$ cat src/verilog/controlUnitPkg.sv
`default_nettype none

package controlUnitPkg;

	typedef logic [31:0] instrT;
	typedef logic [5:0] opcodeT;
	typedef logic [5:0] funcT;
	typedef logic [4:0] regAddrT;
	typedef logic [8:0] ramAddrT;     // word address into the 512 entry ram
	typedef logic [3:0] aluFlagsT;

	localparam int overflowBit = 0;   // position inside aluFlagsT

	// alu operation codes
	typedef logic [3:0] aluOpT;
	localparam aluOpT aluPass        = 4'b0000; // b input straight through
	localparam aluOpT aluAddSub      = 4'b0001;
	localparam aluOpT aluAnd         = 4'b0100;
	localparam aluOpT aluOr          = 4'b0101;
	localparam aluOpT aluNor         = 4'b0110;
	localparam aluOpT aluSrlv        = 4'b0111;
	localparam aluOpT aluSllv        = 4'b1000;
	localparam aluOpT aluSrav        = 4'b1001;
	localparam aluOpT aluLui         = 4'b1010;
	localparam aluOpT aluPcIncrement = 4'b1011;
	localparam aluOpT aluXor         = 4'b1100;
	localparam aluOpT aluCompare     = 4'b1101;

	// upper bit signed, lower bit subtract
	typedef logic [1:0] aluSignT;
	localparam aluSignT addUnsigned = 2'b00;
	localparam aluSignT subUnsigned = 2'b01;
	localparam aluSignT addSigned   = 2'b10;
	localparam aluSignT subSigned   = 2'b11;

	// compare mode, only looked at with aluCompare
	typedef logic [3:0] cmpSelT;
	localparam cmpSelT cmpSlt   = 4'b0000;
	localparam cmpSelT cmpSltu  = 4'b0001;
	localparam cmpSelT cmpSlti  = 4'b0010;
	localparam cmpSelT cmpSltiu = 4'b0011;

	// alu b input mux
	typedef logic [1:0] bSelT;
	localparam bSelT bRegister  = 2'b00;
	localparam bSelT bImmediate = 2'b01;
	localparam bSelT bMdr       = 2'b10;
	localparam bSelT bConstant  = 2'b11; // pc step

	typedef enum logic [1:0] {
		byteSize = 2'b00,
		halfSize = 2'b01,
		wordSize = 2'b11
	} memSizeT;

	typedef enum logic [2:0] {
		invalid,
		aluReg,
		aluImm,
		load,
		store
	} opClassT;

	typedef enum logic [3:0] {
		resetPc,
		fetchAddr,
		fetchRead,
		fetchWait,
		fetchLoad,
		decode,
		execute,
		overflowWrite,
		overflowTrap,
		memAddr,
		loadWait,
		loadMdr,
		loadWrite,
		storeMdr,
		storeWait
	} ctrlStateT;

	typedef struct packed {
		opClassT opClass;
		aluOpT aluOp;
		aluSignT aluSign;
		cmpSelT cmpSel;
		logic useImm;
		logic signExtend;     // imm16 and loaded data
		logic trapOnOverflow;
		memSizeT memSize;
		regAddrT rs;
		regAddrT rt;
		regAddrT rd;          // destination, whatever field it came from
	} decodedInstrT;

	typedef struct packed {
		logic clearPc;
		logic pcEnable;
		logic irEnable;
		logic marEnable;
		logic mdrEnable;
		logic regFileRw;
		regAddrT regFileRs;
		regAddrT regFileRt;
		regAddrT regFileRd;
		aluOpT aluOperation;
		aluSignT aluSign;
		cmpSelT cmpSelect;
		bSelT bSelect;
		logic mdrSelect;      // 1 takes ram data, 0 takes alu result
		logic signExtend;
		logic ramMfa;
		logic ramRw;
		memSizeT ramDataSize;
		ramAddrT ramAddress;
		logic trapSelect;
	} ctrlWordT;

endpackage

`default_nettype wire

$ cat src/verilog/instrDecoder.sv
`timescale 1ns/1ps
`default_nettype none

module instrDecoder (
	input  controlUnitPkg::instrT instruction,
	output controlUnitPkg::decodedInstrT decoded
);

	controlUnitPkg::opcodeT opcode;
	controlUnitPkg::funcT func;

	assign opcode = instruction[31:26];
	assign func = instruction[5:0];

	always_comb begin
		decoded = '0;
		decoded.opClass = controlUnitPkg::invalid;
		decoded.aluOp = controlUnitPkg::aluAddSub;
		decoded.aluSign = controlUnitPkg::addUnsigned;
		decoded.cmpSel = controlUnitPkg::cmpSlt;
		decoded.memSize = controlUnitPkg::wordSize;
		decoded.rs = instruction[25:21];
		decoded.rt = instruction[20:16];
		decoded.rd = instruction[20:16]; // immediates and loads write rt

		case (opcode)
			6'b000000: begin
				decoded.opClass = controlUnitPkg::aluReg;
				decoded.rd = instruction[15:11];
				case (func)
					6'b100001: decoded.aluSign = controlUnitPkg::addUnsigned; // addu
					6'b100000: begin // add
						decoded.aluSign = controlUnitPkg::addSigned;
						decoded.trapOnOverflow = 1'b1;
					end
					6'b100011: decoded.aluSign = controlUnitPkg::subUnsigned; // subu
					6'b100010: begin // sub
						decoded.aluSign = controlUnitPkg::subSigned;
						decoded.trapOnOverflow = 1'b1;
					end
					6'b100100: decoded.aluOp = controlUnitPkg::aluAnd;
					6'b100101: decoded.aluOp = controlUnitPkg::aluOr;
					6'b100110: decoded.aluOp = controlUnitPkg::aluXor;
					6'b100111: decoded.aluOp = controlUnitPkg::aluNor;
					6'b000100: decoded.aluOp = controlUnitPkg::aluSllv;
					6'b000110: decoded.aluOp = controlUnitPkg::aluSrlv;
					6'b000111: decoded.aluOp = controlUnitPkg::aluSrav;
					6'b101010: decoded.aluOp = controlUnitPkg::aluCompare; // slt
					6'b101011: begin // sltu
						decoded.aluOp = controlUnitPkg::aluCompare;
						decoded.cmpSel = controlUnitPkg::cmpSltu;
					end
					default: decoded.opClass = controlUnitPkg::invalid;
				endcase
			end

			// immediates
			6'b001000, 6'b001001: begin // addi, addiu
				decoded.opClass = controlUnitPkg::aluImm;
				decoded.aluSign = controlUnitPkg::addSigned;
				decoded.useImm = 1'b1;
				decoded.signExtend = 1'b1;
				decoded.trapOnOverflow = !opcode[0]; // only addi traps
			end
			6'b001100, 6'b001101, 6'b001110: begin // andi, ori, xori
				decoded.opClass = controlUnitPkg::aluImm;
				decoded.useImm = 1'b1;
				case (opcode[1:0])
					2'b00: decoded.aluOp = controlUnitPkg::aluAnd;
					2'b01: decoded.aluOp = controlUnitPkg::aluOr;
					default: decoded.aluOp = controlUnitPkg::aluXor;
				endcase
			end
			6'b001111: begin // lui, destination in the rs slot
				decoded.opClass = controlUnitPkg::aluImm;
				decoded.aluOp = controlUnitPkg::aluLui;
				decoded.useImm = 1'b1;
				decoded.rd = instruction[25:21];
			end
			6'b001010, 6'b001011: begin // slti, sltiu
				decoded.opClass = controlUnitPkg::aluImm;
				decoded.aluOp = controlUnitPkg::aluCompare;
				decoded.useImm = 1'b1;
				decoded.signExtend = 1'b1;
				decoded.cmpSel = opcode[0] ? controlUnitPkg::cmpSltiu : controlUnitPkg::cmpSlti;
			end

			// loads, bit 2 of the opcode marks the unsigned forms
			6'b100011, 6'b100001, 6'b100101, 6'b100000, 6'b100100: begin
				decoded.opClass = controlUnitPkg::load;
				decoded.useImm = 1'b1;
				decoded.signExtend = !opcode[2];
				case (opcode[1:0])
					2'b11: decoded.memSize = controlUnitPkg::wordSize;
					2'b01: decoded.memSize = controlUnitPkg::halfSize;
					default: decoded.memSize = controlUnitPkg::byteSize;
				endcase
			end

			// stores, each with its own size
			6'b101011, 6'b101001, 6'b101000: begin
				decoded.opClass = controlUnitPkg::store;
				decoded.useImm = 1'b1;
				decoded.signExtend = 1'b1;
				case (opcode[1:0])
					2'b11: decoded.memSize = controlUnitPkg::wordSize;
					2'b01: decoded.memSize = controlUnitPkg::halfSize;
					default: decoded.memSize = controlUnitPkg::byteSize;
				endcase
			end

			default: decoded.opClass = controlUnitPkg::invalid;
		endcase
	end

	// the sequencer branches on opClass, an x here would stall it silently
	always_comb begin
		opClassKnown: assert final (!$isunknown(decoded.opClass));
	end

endmodule

`default_nettype wire

$ cat src/verilog/controlSequencer.sv
`timescale 1ns/1ps
`default_nettype none

module controlSequencer (
	input  logic Clk,
	input  logic arstN,
	input  controlUnitPkg::decodedInstrT decoded,
	input  controlUnitPkg::aluFlagsT aluFlags,
	input  logic ramMfc,
	output controlUnitPkg::ctrlStateT state
);

	controlUnitPkg::ctrlStateT nextState;
	logic overflow;
	logic inWait;

	assign overflow = aluFlags[controlUnitPkg::overflowBit];

	// states that hold ramMfa and park until the memory finishes
	assign inWait = state inside {
		controlUnitPkg::fetchWait,
		controlUnitPkg::loadWait,
		controlUnitPkg::storeWait
	};

	always_ff @(posedge Clk or negedge arstN) begin
		if (!arstN) begin
			state <= controlUnitPkg::resetPc;
		end else begin
			state <= nextState;
		end
	end

	always_comb begin
		nextState = state; // wait states hold by default
		case (state)
			controlUnitPkg::resetPc: nextState = controlUnitPkg::fetchAddr;

			// fetch
			controlUnitPkg::fetchAddr: nextState = controlUnitPkg::fetchRead;
			controlUnitPkg::fetchRead: nextState = controlUnitPkg::fetchWait;
			controlUnitPkg::fetchWait: begin
				if (ramMfc) begin
					nextState = controlUnitPkg::fetchLoad;
				end
			end
			controlUnitPkg::fetchLoad: nextState = controlUnitPkg::decode;

			controlUnitPkg::decode: begin
				case (decoded.opClass)
					controlUnitPkg::aluReg,
					controlUnitPkg::aluImm: nextState = controlUnitPkg::execute;
					controlUnitPkg::load,
					controlUnitPkg::store: nextState = controlUnitPkg::memAddr;
					default: nextState = controlUnitPkg::fetchAddr; // not decoded, refetch
				endcase
			end

			controlUnitPkg::execute: begin
				if (!decoded.trapOnOverflow) begin
					nextState = controlUnitPkg::fetchAddr;
				end else if (overflow) begin
					nextState = controlUnitPkg::overflowTrap;
				end else begin
					nextState = controlUnitPkg::overflowWrite;
				end
			end
			controlUnitPkg::overflowWrite: nextState = controlUnitPkg::fetchAddr;
			controlUnitPkg::overflowTrap: nextState = controlUnitPkg::fetchWait; // trap fetch

			// memory access
			controlUnitPkg::memAddr: begin
				if (decoded.opClass == controlUnitPkg::load) begin
					nextState = controlUnitPkg::loadWait;
				end else begin
					nextState = controlUnitPkg::storeMdr;
				end
			end
			controlUnitPkg::loadWait: begin
				if (ramMfc) begin
					nextState = controlUnitPkg::loadMdr;
				end
			end
			controlUnitPkg::loadMdr: nextState = controlUnitPkg::loadWrite;
			controlUnitPkg::loadWrite: nextState = controlUnitPkg::fetchAddr;
			controlUnitPkg::storeMdr: nextState = controlUnitPkg::storeWait;
			controlUnitPkg::storeWait: begin
				if (ramMfc) begin
					nextState = controlUnitPkg::fetchAddr;
				end
			end

			default: nextState = controlUnitPkg::resetPc; // unused code
		endcase
	end

	// memory still busy, nothing may move
	waitHeld: assert property (@(posedge Clk) disable iff (!arstN)
		inWait && !ramMfc |=> $stable(state));

	// a trap fetch needs a trapping instruction that overflowed in execute
	trapEntry: assert property (@(posedge Clk) disable iff (!arstN)
		state == controlUnitPkg::overflowTrap |->
			$past(state) == controlUnitPkg::execute &&
			$past(decoded.trapOnOverflow) && $past(overflow));

endmodule

`default_nettype wire

$ cat src/verilog/controlOutputs.sv
`timescale 1ns/1ps
`default_nettype none

module controlOutputs #(
	parameter controlUnitPkg::ramAddrT trapAddress = 9'd448
) (
	input  controlUnitPkg::ctrlStateT state,
	input  controlUnitPkg::decodedInstrT decoded,
	output controlUnitPkg::ctrlWordT ctrl
);

	logic useRegs;

	// execute and memory states address the register file
	assign useRegs = state inside {
		controlUnitPkg::execute,
		controlUnitPkg::overflowWrite,
		controlUnitPkg::memAddr,
		controlUnitPkg::loadWait,
		controlUnitPkg::loadMdr,
		controlUnitPkg::loadWrite,
		controlUnitPkg::storeMdr,
		controlUnitPkg::storeWait
	};

	always_comb begin
		ctrl = '0;
		if (useRegs) begin
			ctrl.regFileRs = decoded.rs;
			ctrl.regFileRt = decoded.rt;
			ctrl.regFileRd = decoded.rd;
		end

		case (state)
			controlUnitPkg::resetPc: ctrl.clearPc = 1'b1;

			controlUnitPkg::fetchAddr: begin
				ctrl.marEnable = 1'b1; // pc into mar
				ctrl.aluOperation = controlUnitPkg::aluPass;
				ctrl.bSelect = controlUnitPkg::bConstant;
			end
			controlUnitPkg::fetchRead: begin
				ctrl.pcEnable = 1'b1; // pc + 4 while the read starts
				ctrl.aluOperation = controlUnitPkg::aluPcIncrement;
				ctrl.bSelect = controlUnitPkg::bConstant;
				ctrl.ramMfa = 1'b1;
				ctrl.ramDataSize = controlUnitPkg::wordSize;
			end
			controlUnitPkg::fetchWait: begin
				ctrl.ramMfa = 1'b1;
				ctrl.ramDataSize = controlUnitPkg::wordSize;
			end
			controlUnitPkg::fetchLoad: ctrl.irEnable = 1'b1;

			controlUnitPkg::execute,
			controlUnitPkg::overflowWrite: begin
				ctrl.aluOperation = decoded.aluOp;
				ctrl.aluSign = decoded.aluSign;
				ctrl.cmpSelect = decoded.cmpSel;
				ctrl.signExtend = decoded.signExtend;
				ctrl.bSelect = decoded.useImm ? controlUnitPkg::bImmediate
					: controlUnitPkg::bRegister;
				// trapping forms write one cycle later, once the flag is known
				ctrl.regFileRw = (state == controlUnitPkg::overflowWrite) ||
					!decoded.trapOnOverflow;
			end
			controlUnitPkg::overflowTrap: begin
				ctrl.trapSelect = 1'b1;
				ctrl.ramMfa = 1'b1;
				ctrl.ramAddress = trapAddress;
				ctrl.ramDataSize = controlUnitPkg::wordSize;
			end

			controlUnitPkg::memAddr: begin
				ctrl.marEnable = 1'b1; // base + offset
				ctrl.aluOperation = decoded.aluOp;
				ctrl.aluSign = decoded.aluSign;
				ctrl.bSelect = controlUnitPkg::bImmediate;
				ctrl.signExtend = decoded.signExtend;
			end
			controlUnitPkg::loadWait: begin
				ctrl.ramMfa = 1'b1;
				ctrl.ramDataSize = decoded.memSize;
				ctrl.signExtend = decoded.signExtend;
			end
			controlUnitPkg::loadMdr: begin
				ctrl.mdrEnable = 1'b1;
				ctrl.mdrSelect = 1'b1; // ram data
				ctrl.ramDataSize = decoded.memSize;
				ctrl.signExtend = decoded.signExtend;
			end
			controlUnitPkg::loadWrite: begin
				ctrl.regFileRw = 1'b1;
				ctrl.aluOperation = controlUnitPkg::aluPass;
				ctrl.bSelect = controlUnitPkg::bMdr;
				ctrl.signExtend = decoded.signExtend;
			end
			controlUnitPkg::storeMdr: begin
				ctrl.mdrEnable = 1'b1; // rt through the alu, mdrSelect stays 0
				ctrl.aluOperation = controlUnitPkg::aluPass;
				ctrl.bSelect = controlUnitPkg::bRegister;
			end
			controlUnitPkg::storeWait: begin
				ctrl.ramMfa = 1'b1;
				ctrl.ramRw = 1'b1;
				ctrl.ramDataSize = decoded.memSize;
			end

			default: ctrl.clearPc = 1'b0; // decode drives nothing
		endcase
	end

	// a write-back never overlaps a memory access in any state
	always_comb begin
		rwMfaExclusive: assert final (!(ctrl.regFileRw && ctrl.ramMfa));
	end

endmodule

`default_nettype wire

$ cat src/verilog/controlUnit.sv
`timescale 1ns/1ps
`default_nettype none

module controlUnit #(
	parameter controlUnitPkg::ramAddrT trapAddress = 9'd448
) (
	input  logic Clk,
	input  logic arstN,
	input  controlUnitPkg::instrT instruction, // from the ir
	input  controlUnitPkg::aluFlagsT aluFlags,
	input  logic ramMfc,
	output controlUnitPkg::ctrlWordT ctrl
);

	controlUnitPkg::decodedInstrT decoded;
	controlUnitPkg::ctrlStateT state;

	instrDecoder uDecoder (
		.instruction(instruction),
		.decoded(decoded)
	);

	controlSequencer uSequencer (
		.Clk(Clk),
		.arstN(arstN),
		.decoded(decoded),
		.aluFlags(aluFlags),
		.ramMfc(ramMfc),
		.state(state)
	);

	// trap vector set here
	controlOutputs #(
		.trapAddress(trapAddress)
	) uOutputs (
		.state(state),
		.decoded(decoded),
		.ctrl(ctrl)
	);

endmodule

`default_nettype wire

$ cat config.mk
export PLATFORM = sky130hd
export DESIGN_NAME = controlUnit
export DESIGN_NICKNAME = d
export VERILOG_FILES = /design/src/verilog/controlUnitPkg.sv /design/src/verilog/instrDecoder.sv /design/src/verilog/controlSequencer.sv /design/src/verilog/controlOutputs.sv /design/src/verilog/controlUnit.sv
export SDC_FILE = /design/constraint.sdc
export NUM_CORES = 1
export LEC_CHECK = 0
export ABC_AREA = 1
export BUFFER_PORTS_ARGS = -buffer_cell sky130_fd_sc_hd__buf_2
export CORE_UTILIZATION = 47
export CTS_BUF_LIST = sky130_fd_sc_hd__clkbuf_2
export DETAILED_ROUTE_END_ITERATION = 8
export PLACE_DENSITY = 0.83
export SYNTH_ARGS = -nofsm -noshare
export SYNTH_HDL_FRONTEND = slang
export SYNTH_HIERARCHICAL = 1
export SYNTH_SLANG_ARGS = --single-unit
$ cat constraint.sdc
create_clock -name Clk -period 1.77 [get_ports Clk]
set_input_delay 0.354 -clock Clk [delete_from_list [all_inputs] [get_ports Clk]]
set_output_delay 0.354 -clock Clk [all_outputs]
set_load 0.005 [all_outputs]
==> results of run 1 <==
==> worst paths after layout <==
kind                                                   end  slack, ns  cells past startpoint                            start
setup / recovery                                  ctrl[28]      -0.10                      7  uSequencer/state[1]$_DFFE_PN0P_
hold / removal             uSequencer/state[0]$_DFFE_PN0P_       0.45                      4                           ramMfc
setup reg to reg           uSequencer/state[0]$_DFFE_PN0P_       0.15                     12  uSequencer/state[1]$_DFFE_PN0P_
hold reg to reg            uSequencer/state[2]$_DFFE_PN0P_       0.83                      4  uSequencer/state[0]$_DFFE_PN0P_
max in group asynchronous  uSequencer/state[2]$_DFFE_PN0P_       1.11                      2                            arstN
min in group asynchronous  uSequencer/state[1]$_DFFE_PN0P_       0.53                      2                            arstN
==> kinds of logic (layout without fill, tap and decap cells) <==
| family | Yosys count | in the layout | share of synthesized area (%) |
|---|---|---|---|
| AOI/OAI and AO/OA | 12 | 12 | 3.858 |
| buffers and inverters | 89 | 182 | 26.40 |
| other | 2 | 8 | 0.4540 |
| and+or+nand+nor | 229 | 229 | 63.24 |
| DFF | 4 | 4 | 6.052 |
==> cell usage after synthesis <==
cell,number
nand4_1,4
inv_1,58
nand4_2,1
clkinv_1,2
nor4_1,1
conb_1,2
buf_4,21
o21ai_0,7
a21oi_1,2
nand2_1,117
nor2_4,8
nor2_1,49
inv_2,6
nand2_2,5
nor2_2,12
nand2_4,2
o22ai_1,1
dfrtp_1,4
buf_6,1
o211ai_1,1
nand3_1,26
nand3_2,2
nor3_1,2
o21ai_1,1
buf_12,1
==> layout make-up <==
cell class | instances | area, um^2 | area share [%]
Timing Repair Buffer | 113 | 775.7 | 29.76
Multi-Input combinational cell | 249 | 1390 | 53.34
Inverter | 66 | 262.8 | 10.08
Sequential cell | 4 | 105.1 | 4.033
Tap cell | 46 | 57.56 | 2.208
Clock buffer | 3 | 15.01 | 0.5761
==> timing repair <==
| action | 4_1_cts | 5_1_grt |
|---|---|---|
| hold buffers | 1 | 0 |
| setup endpoints to repair | 22 | 36 |
| pin swaps | 3 | 30 |
| cloned | 0 | 1 |
| endpoints found under the hold margin | 4 | 0 |
| gates resized for setup | 10 | 106 |
| buffers inserted | 5 | 7 |
==> per-layer routing <==
| metal | share of wire (%) | wire length [um] | GRT usage, % | up-vias |
|---|---|---|---|---|
| met5 | 0 | 0 | 0 | - |
| met4 | 2.4 | 136 | 2.922 | 0 |
| met3 | 10 | 582 | 1.681 | 16 |
| met2 | 48 | 2705 | 41.61 | 156 |
| met1 | 39 | 2219 | 28.97 | 1063 |
| li1 | - | - | - | 1177 |
==> critical path: cells and delay by family (launching register included) <==
kind	cells	cell delay, ns
flops	1	0.47
buf+inv	2	0.26
simple gates	5	0.59
==> where the power goes <==
part / total, mW / internal [mW] / leakage [nW] / switching, mW
logic: 1.82 / 0.793 / 1.54 / 1.02
registers: 0.223 / 0.135 / 0.0456 / 0.0882
clock network: 0.0799 / 0.0456 / 0.0125 / 0.0344
==> impl_metrics.py, run 1 <==
metrics = {
    "status": {
        "status": "complete, but fails checks",
        "violations": "setup timing",
    },
    "sta": {
        "setup_viol": 22,
        "fmax_ghz": 0.5342,
        "fin_crit_sh_pct": 105.8,
        "hold_viol": 0,
        "fin_setup_tns_ns": -1.270,
        "timing.final.ws_setup_ns": -0.1021,
        "whs_ns": 0.4500,
        "period_needed_ns": 1.872,
        "maxSlewViolCount": 0,
        "skew_ns": 0.006437,
        "rsz0062_at_grt": "yes",
    },
    "cts": {
        "cts_buffer_depth": 2,
        "h-tree-depth": 1,
        "cts_root_buffer": "clkbuf_2",
        "clkSinkCount": 4,
        "path_clk_slew_ns": 0.05,
        "numCtsBuffers": 3,
        "clk-insertion-delay-late_ns": 0.20,
        "cts_tree": "done",
    },
    "detailed_routing": {
        "ant_nets": 0,
        "viasPerCell": 5.015,
        "wl_per_cell_um": 11.73,
        "drtIter0Drc": 142,
        "drcViolationCount": 0,
        "firstDrtPassIters": 5,
        "num_vias": 2412,
        "routed_wl_mm": 5.644,
    },
    "power_and_ir_drop": {
        "power_mw": 2.119,
        "pwr_density_cell_mw_per_mm2": 813.1,
        "leakagePower_nw": 1.595,
        "ir_worst_vdd_mv": 0.6255,
    },
    "grt": {
        "antenna_found_initial": 0,
        "overflow": 0,
        "grt_pass1_vias": 1693,
        "grt_pass1_wl_mm": 6.617,
        "grt_max_degree": 16,
        "grt_usage_pct": 22.47,
    },
    "finish": {
        "fin_cells": 481,
        "drive_above_1_share_pct": 51.49,
        "largest_register": "uSequencer/state",
        "syn_to_final_growth_pct": 57.56,
        "largest_reg_flops": 4,
        "layout_common_cells": "nand2_1, buf_2, inv_1",
        "largestRegisters": "uSequencer/state: 4 flops",
        "final_nets": 476,
        "fin_area_mm2": 0.002606,
        "layout_commonest_cell": "nand2_1",
        "final_util_pct": 77.49,
        "diodes": 0,
        "nFillCells": 251,
    },
    "logic_synthesis": {
        "yosys-top-cells-area": "nand2_1, inv_1, nor2_1",
        "syn_area_mm2": 0.001654,
        "synth.largest_area_cell": "nand2_1",
        "synth_top_area_share_pct": 26.55,
        "synth_cell_types": 25,
        "ys_seq_area_share_pct": 6.051,
        "synth-seq-cells": 4,
        "synth_cells": 336,
        "yosysWarnings": 6,
        "syn_area_per_cell_um2": 4.923,
    },
    "critical_path": {
        "startpoint_type": "flip-flop",
        "worstSetupEndpointType": "primary output",
        "crit_slowest_cell": "dfrtp_2",
        "required_ns": 1.42,
        "crit_fanout": 8,
        "slowest_delay_ns": 0.47,
        "crit_chain": "nor2_2 -> nand2_2 -> nand2_4 -> nor2_4 -> buf_12 -> nor2_1 -> buf_2",
        "arrival_ns": 1.52,
        "worstSetupPathType": "flip-flop to primary output",
    },
    "die": {
        "die_y_um": 61.33,
        "fp.dieW_um": 61.33,
        "io_pins": 88,
        "start_util_pct": 49.18,
        "die_area_mm2": 0.003761,
        "coreArea_mm2": 0.003363,
        "rows": 21,
    },
    "min_path": {
        "hold_path_class": "input pin to flip-flop",
    },
    "job": {
        "max_cap_viol_count": 0,
    },
    "placement": {
        "pre_cts_slack_ns": -0.1215,
        "port-buffer-count": 71,
        "gp_congestion": 0.8801,
        "postPlaceCellArea_mm2": 0.002123,
        "placed_cells": 464,
        "dp_hpwl_mm": 3.565,
    },
}
(Power assumes the default switching activity.)
==> run 2, diff against run 1 <==
--- a/config.mk
+++ b/config.mk
@@ -10,6 +10,7 @@
 export CORE_UTILIZATION = 47
 export CTS_BUF_LIST = sky130_fd_sc_hd__clkbuf_2
 export DETAILED_ROUTE_END_ITERATION = 8
+export MAX_ROUTING_LAYER = met4
 export PLACE_DENSITY = 0.83
 export SYNTH_ARGS = -nofsm -noshare
 export SYNTH_HDL_FRONTEND = slang
==> run 2 against run 1 <==
  * The flow still finishes with violations (setup timing)
  * Register-to-register slack better by 0.12 ns
  * Sequential share of layout area up 0.23 points
  * Sequential power up 4%
  * Utilization down 4.2 points
  * Worst setup slack better by 0.039 ns
  * Die area unchanged
  * Clock-buffer cell count unchanged
  * Global-route usage up 2.0 points
==> impl_metrics.py, run 2 (synthesis gave the netlist of run 1 again) <==
metrics = {
    "critical_path": {
        "critical_path_buf_inv_count": 6,
        "critPathTopFamily": "buffers and inverters",
        "worstSetupEndpointType": "primary output",
        "startpoint_type": "input pin",
        "required_ns": 1.42,
        "arrival_ns": 1.48,
        "worstSetupPathType": "input pin to primary output",
        "crit_chain": "buf_2 -> inv_2 -> nand2_2 -> inv_2 -> nand4_4 -> buf_6 -> nor4_2 -> inv_1 -> nor2_1 -> buf_2",
        "slowest_delay_ns": 0.24,
        "reg2reg_slack_ns": 0.27,
        "crit_slowest_cell": "nor4_2",
        "crit_fanout": 3,
    },
    "cts": {
        "cts_root_buffer": "clkbuf_2",
        "clk-insertion-delay-late_ns": 0.20,
        "cts_tree": "done",
        "path_clk_slew_ns": 0.04,
        "numCtsBuffers": 3,
        "cts_buffer_depth": 2,
        "clkSinkCount": 4,
        "h-tree-depth": 1,
    },
    "detailed_routing": {
        "firstDrtPassIters": 6,
        "drcViolationCount": 0,
        "num_vias": 2350,
        "wl_per_cell_um": 10.77,
        "drtIter0Drc": 120,
        "routed_wl_mm": 5.135,
        "viasPerCell": 4.927,
        "ant_nets": 0,
    },
    "finish": {
        "largest_register": "uSequencer/state",
        "fin_area_mm2": 0.002466,
        "final_nets": 472,
        "largest_reg_flops": 4,
        "diodes": 0,
        "drive_above_1_share_pct": 47.10,
        "syn_to_final_growth_pct": 49.09,
        "largestRegisters": "uSequencer/state: 4 flops",
        "nFillCells": 252,
        "layout_common_cells": "nand2_1, buf_2, inv_1",
        "layout_commonest_cell": "nand2_1",
    },
    "sta": {
        "setup_viol": 18,
        "whs_ns": 0.4529,
        "timing.final.ws_setup_ns": -0.06281,
        "fin_crit_sh_pct": 103.5,
        "fin_setup_tns_ns": -0.3008,
        "maxSlewViolCount": 0,
        "hold_viol": 0,
        "skew_ns": 0.008884,
        "rsz0062_at_grt": "yes",
        "fmax_ghz": 0.5456,
        "period_needed_ns": 1.833,
    },
    "placement": {
        "gp_congestion": 0.8832,
        "port-buffer-count": 71,
        "postPlaceCellArea_mm2": 0.002116,
        "dp_hpwl_mm": 3.667,
    },
    "status": {
        "status": "complete, but fails checks",
        "violations": "setup timing",
    },
    "grt": {
        "overflow": 0,
        "grt_max_degree": 16,
        "grt_pass1_vias": 1741,
        "antenna_found_initial": 0,
        "grt_usage_pct": 24.43,
        "grt_pass1_wl_mm": 6.858,
    },
    "die": {
        "coreArea_mm2": 0.003363,
        "fp.dieW_um": 61.33,
        "start_util_pct": 49.18,
        "io_pins": 88,
        "rows": 21,
        "die_y_um": 61.33,
        "die_area_mm2": 0.003761,
    },
    "min_path": {
        "hold_path_class": "input pin to flip-flop",
    },
    "power_and_ir_drop": {
        "pwr_density_cell_mw_per_mm2": 758.4,
        "leakagePower_nw": 1.531,
        "ir_worst_vdd_mv": 0.6832,
    },
    "job": {
        "max_cap_viol_count": 0,
    },
}
-- run 2: worst min-delay path, cell delays in order --
cell     delay, ns
buf_2         0.07
inv_1         0.06
nand3_1       0.08
nand2_1       0.05
-- run 2: path summary, 6_finish.rpt --
kind | depth (start not counted) | startpoint | end
min | 4 | ramMfc | uSequencer/state[3]$_DFFE_PN0P_
max reg2reg | 11 | uSequencer/state[0]$_DFFE_PN0P_ | uSequencer/state[0]$_DFFE_PN0P_
max in group asynchronous | 2 | arstN | uSequencer/state[3]$_DFFE_PN0P_
max | 10 | instruction[27] | ctrl[22]
min in group asynchronous | 2 | arstN | uSequencer/state[1]$_DFFE_PN0P_
min reg2reg | 3 | uSequencer/state[3]$_DFFE_PN0P_ | uSequencer/state[3]$_DFFE_PN0P_
-- run 2: final cells by class --
class / count / area [um^2] / share of cell area [%]
clock buffers: 3 / 15.01 / 0.6088
inverters: 66 / 262.8 / 10.65
multi-input cells: 249 / 1316 / 53.37
flip-flops and latches: 4 / 105.1 / 4.262
well taps: 46 / 57.56 / 2.334
repair buffers: 109 / 709.4 / 28.77
-- run 2: layer usage --
layer	global-route usage [%]	routed length, um	up-vias
li1	-	-	1176
met3	1.891	438	14
met2	44.72	2485	136
met1	29.08	2098	1024
met4	4.870	113	0
met5	-	0	-
-- run 2: where the power goes --
part	leakage (nW)	internal (mW)	switching, mW
Combinational	1.47	0.657	0.902
Clock	0.0125	0.0456	0.0357
Sequential	0.0456	0.135	0.0961
Total	1.53	0.837	1.03
-- run 2: what timing repair did --
item / 4_1_cts / 5_1_grt
endpoints found under the setup margin: 23 / 31
setup buffers: 2 / 8
hold buffers: 1 / 0
hold endpoints to repair: 4 / 0
pin swaps: 3 / 29
gates resized for setup: 12 / 79
-- run 2: through the flow --
step | util [%] | worst slack, ns | instances | total power, mW
finish | 73.33 | -0.06281 | 477 | 1.870
global route | 73.33 | -0.1299 | 477 | 2.067
CTS | 65.33 | -0.02204 | 469 | 1.668
detailed placement | 62.91 | -0.08808 | 463 | 1.568
global placement | 62.91 | -0.05980 | 463 | 1.535
floorplan | - | 0.1791 | 342 | 1.051
==> run 3, diff against run 2 <==
--- a/config.mk
+++ b/config.mk
@@ -12,6 +12,7 @@
 export DETAILED_ROUTE_END_ITERATION = 8
 export MAX_ROUTING_LAYER = met4
 export PLACE_DENSITY = 0.83
+export RECOVER_POWER = 50
 export SYNTH_ARGS = -nofsm -noshare
 export SYNTH_HDL_FRONTEND = slang
 export SYNTH_HIERARCHICAL = 1
==> run 3 against run 2 <==
  * The flow still finishes with violations (setup timing)
  * Sequential power is 2% lower
  * Register-to-register slack hardly changed
  * Final area is 0.20% lower
  * Combinational power hardly changed
  * Clock power is 6.3% higher
  * Worst setup slack worse by 0.0062 ns
  * First-iteration DRC count is 10% lower
  * Global-route usage stayed put
  * Die area stayed put
  * Largest cell class unchanged
==> impl_metrics.py, run 3 (synthesis gave the netlist of run 1 again) <==
metrics = {
    "sta": {
        "fmax_ghz": 0.5438,
        "maxSlewViolCount": 0,
        "fin_crit_sh_pct": 103.9,
        "period_needed_ns": 1.839,
        "setup_viol": 18,
        "timing.final.ws_setup_ns": -0.06900,
        "skew_ns": 0.005926,
        "rsz0062_at_grt": "yes",
        "hold_viol": 0,
    },
    "status": {
        "violations": "setup timing",
        "status": "complete, but fails checks",
    },
    "die": {
        "start_util_pct": 49.18,
        "coreArea_mm2": 0.003363,
        "fp.dieW_um": 61.33,
        "rows": 21,
        "io_pins": 88,
        "die_area_mm2": 0.003761,
        "die_y_um": 61.33,
    },
    "critical_path": {
        "startpoint_type": "input pin",
        "worstSetupEndpointType": "primary output",
        "required_ns": 1.42,
        "crit_fanout": 3,
        "worstSetupPathType": "input pin to primary output",
        "arrival_ns": 1.49,
    },
    "grt": {
        "grt_pass1_wl_mm": 6.858,
        "grt_usage_pct": 24.43,
        "grt_pass1_vias": 1741,
        "antenna_found_initial": 0,
        "grt_max_degree": 16,
        "overflow": 0,
    },
    "finish": {
        "layout_commonest_cell": "nand2_1",
        "nFillCells": 254,
        "regArea_um2": 105.1,
        "largest_reg_flops": 4,
        "largest_register": "uSequencer/state",
        "layout_common_cells": "nand2_1, buf_2, inv_1",
        "drive_above_1_share_pct": 46.40,
        "final_nets": 472,
        "syn_to_final_growth_pct": 48.79,
        "largestRegisters": "uSequencer/state: 4 flops",
        "fin_cells": 477,
        "fin_area_mm2": 0.002461,
        "multi_input_area_mm2": 0.001314,
        "diodes": 0,
    },
    "cts": {
        "numCtsBuffers": 3,
        "cts_tree": "done",
        "path_clk_slew_ns": 0.04,
        "clkSinkCount": 4,
        "clk-insertion-delay-late_ns": 0.22,
        "cts_buffer_depth": 2,
        "h-tree-depth": 1,
        "cts_root_buffer": "clkbuf_2",
    },
    "detailed_routing": {
        "num_vias": 2368,
        "wl_per_cell_um": 10.95,
        "firstDrtPassIters": 5,
        "routed_wl_mm": 5.222,
        "viasPerCell": 4.964,
        "drtIter0Drc": 108,
        "drcViolationCount": 0,
        "ant_nets": 0,
    },
    "power_and_ir_drop": {
        "ir_worst_vdd_mv": 0.6957,
        "leakagePower_nw": 1.524,
        "pwr_density_cell_mw_per_mm2": 761.5,
        "power_mw": 1.874,
    },
    "placement": {
        "postPlaceCellArea_mm2": 0.002116,
        "dp_hpwl_mm": 3.667,
        "port-buffer-count": 71,
        "placed_cells": 463,
        "gp_congestion": 0.8832,
    },
    "job": {
        "max_cap_viol_count": 0,
    },
    "min_path": {
        "hold_path_class": "input pin to flip-flop",
    },
}
-- run 3: cell types whose count changed in the layout (fill, tap and decap cells not counted), sizes merged --
cell    previous run  this run
buf              107       105
clkbuf             4         6
-- run 3: metal layers --
| layer | track usage (%) | vias to the layer above | wire, um |
|---|---|---|---|
| met5 | - | - | 0 |
| met4 | 4.870 | 0 | 116 |
| met3 | 1.891 | 12 | 455 |
| met2 | 44.72 | 134 | 2485 |
| met1 | 29.08 | 1048 | 2165 |
| li1 | - | 1174 | - |
-- run 3: stage by stage --
stage	utilization [%]	worst slack (ns)	setup TNS (ns)	hold WS (ns)
after floorplan	-	0.1791	0	0.05841
after global placement	62.91	-0.05980	-0.2417	0.1566
after detailed placement	62.91	-0.08808	-0.6241	0.1607
after CTS	65.33	-0.02204	-0.02224	0.4469
after global routing	73.18	-0.1299	-2.060	0.4722
final	73.18	-0.06900	-0.5284	0.4367
-- run 3: critical path, stage by stage --
cell	delay, ns
buf_2	0.12
inv_2	0.07
nand2_2	0.07
inv_2	0.09
nand4_4	0.11
buf_6	0.15
nor4_2	0.24
inv_1	0.06
nor2_1	0.09
buf_2	0.13
-- run 3: final timing paths --
check	from	endpoint	slack, ns	cells after the start
max	instruction[27]	ctrl[22]	-0.07	10
min	ramMfc	uSequencer/state[0]$_DFFE_PN0P_	0.44	4
max reg2reg	uSequencer/state[0]$_DFFE_PN0P_	uSequencer/state[0]$_DFFE_PN0P_	0.26	11
min reg2reg	uSequencer/state[3]$_DFFE_PN0P_	uSequencer/state[3]$_DFFE_PN0P_	0.82	3
max in group asynchronous	arstN	uSequencer/state[0]$_DFFE_PN0P_	1.08	2
min in group asynchronous	arstN	uSequencer/state[1]$_DFFE_PN0P_	0.49	2
-- run 3: report_power, final --
group          internal, mW  switching [mW]  leakage, nW  total (mW)
clock network        0.0455          0.0409       0.0125      0.0864
logic                 0.653           0.908         1.47        1.56
registers             0.135          0.0922       0.0456       0.227
total                 0.833            1.04         1.52        1.87
-- run 3: area by class of cell --
type	instances	share of cell area [%]
sequential	4	4.270
inverter	66	10.68
multi-input combinational	249	53.38
tap	46	2.339
timing repair buffer	109	28.72
clock buffer	3	0.6101
-- run 3: timing repair --
action / 4_1_cts / 5_1_grt
hold endpoints to repair: 4 / 0
pin swaps: 3 / 29
setup endpoints to repair: 23 / 31
hold buffers: 1 / 0
buffers inserted: 2 / 8
gates resized for setup: 12 / 79
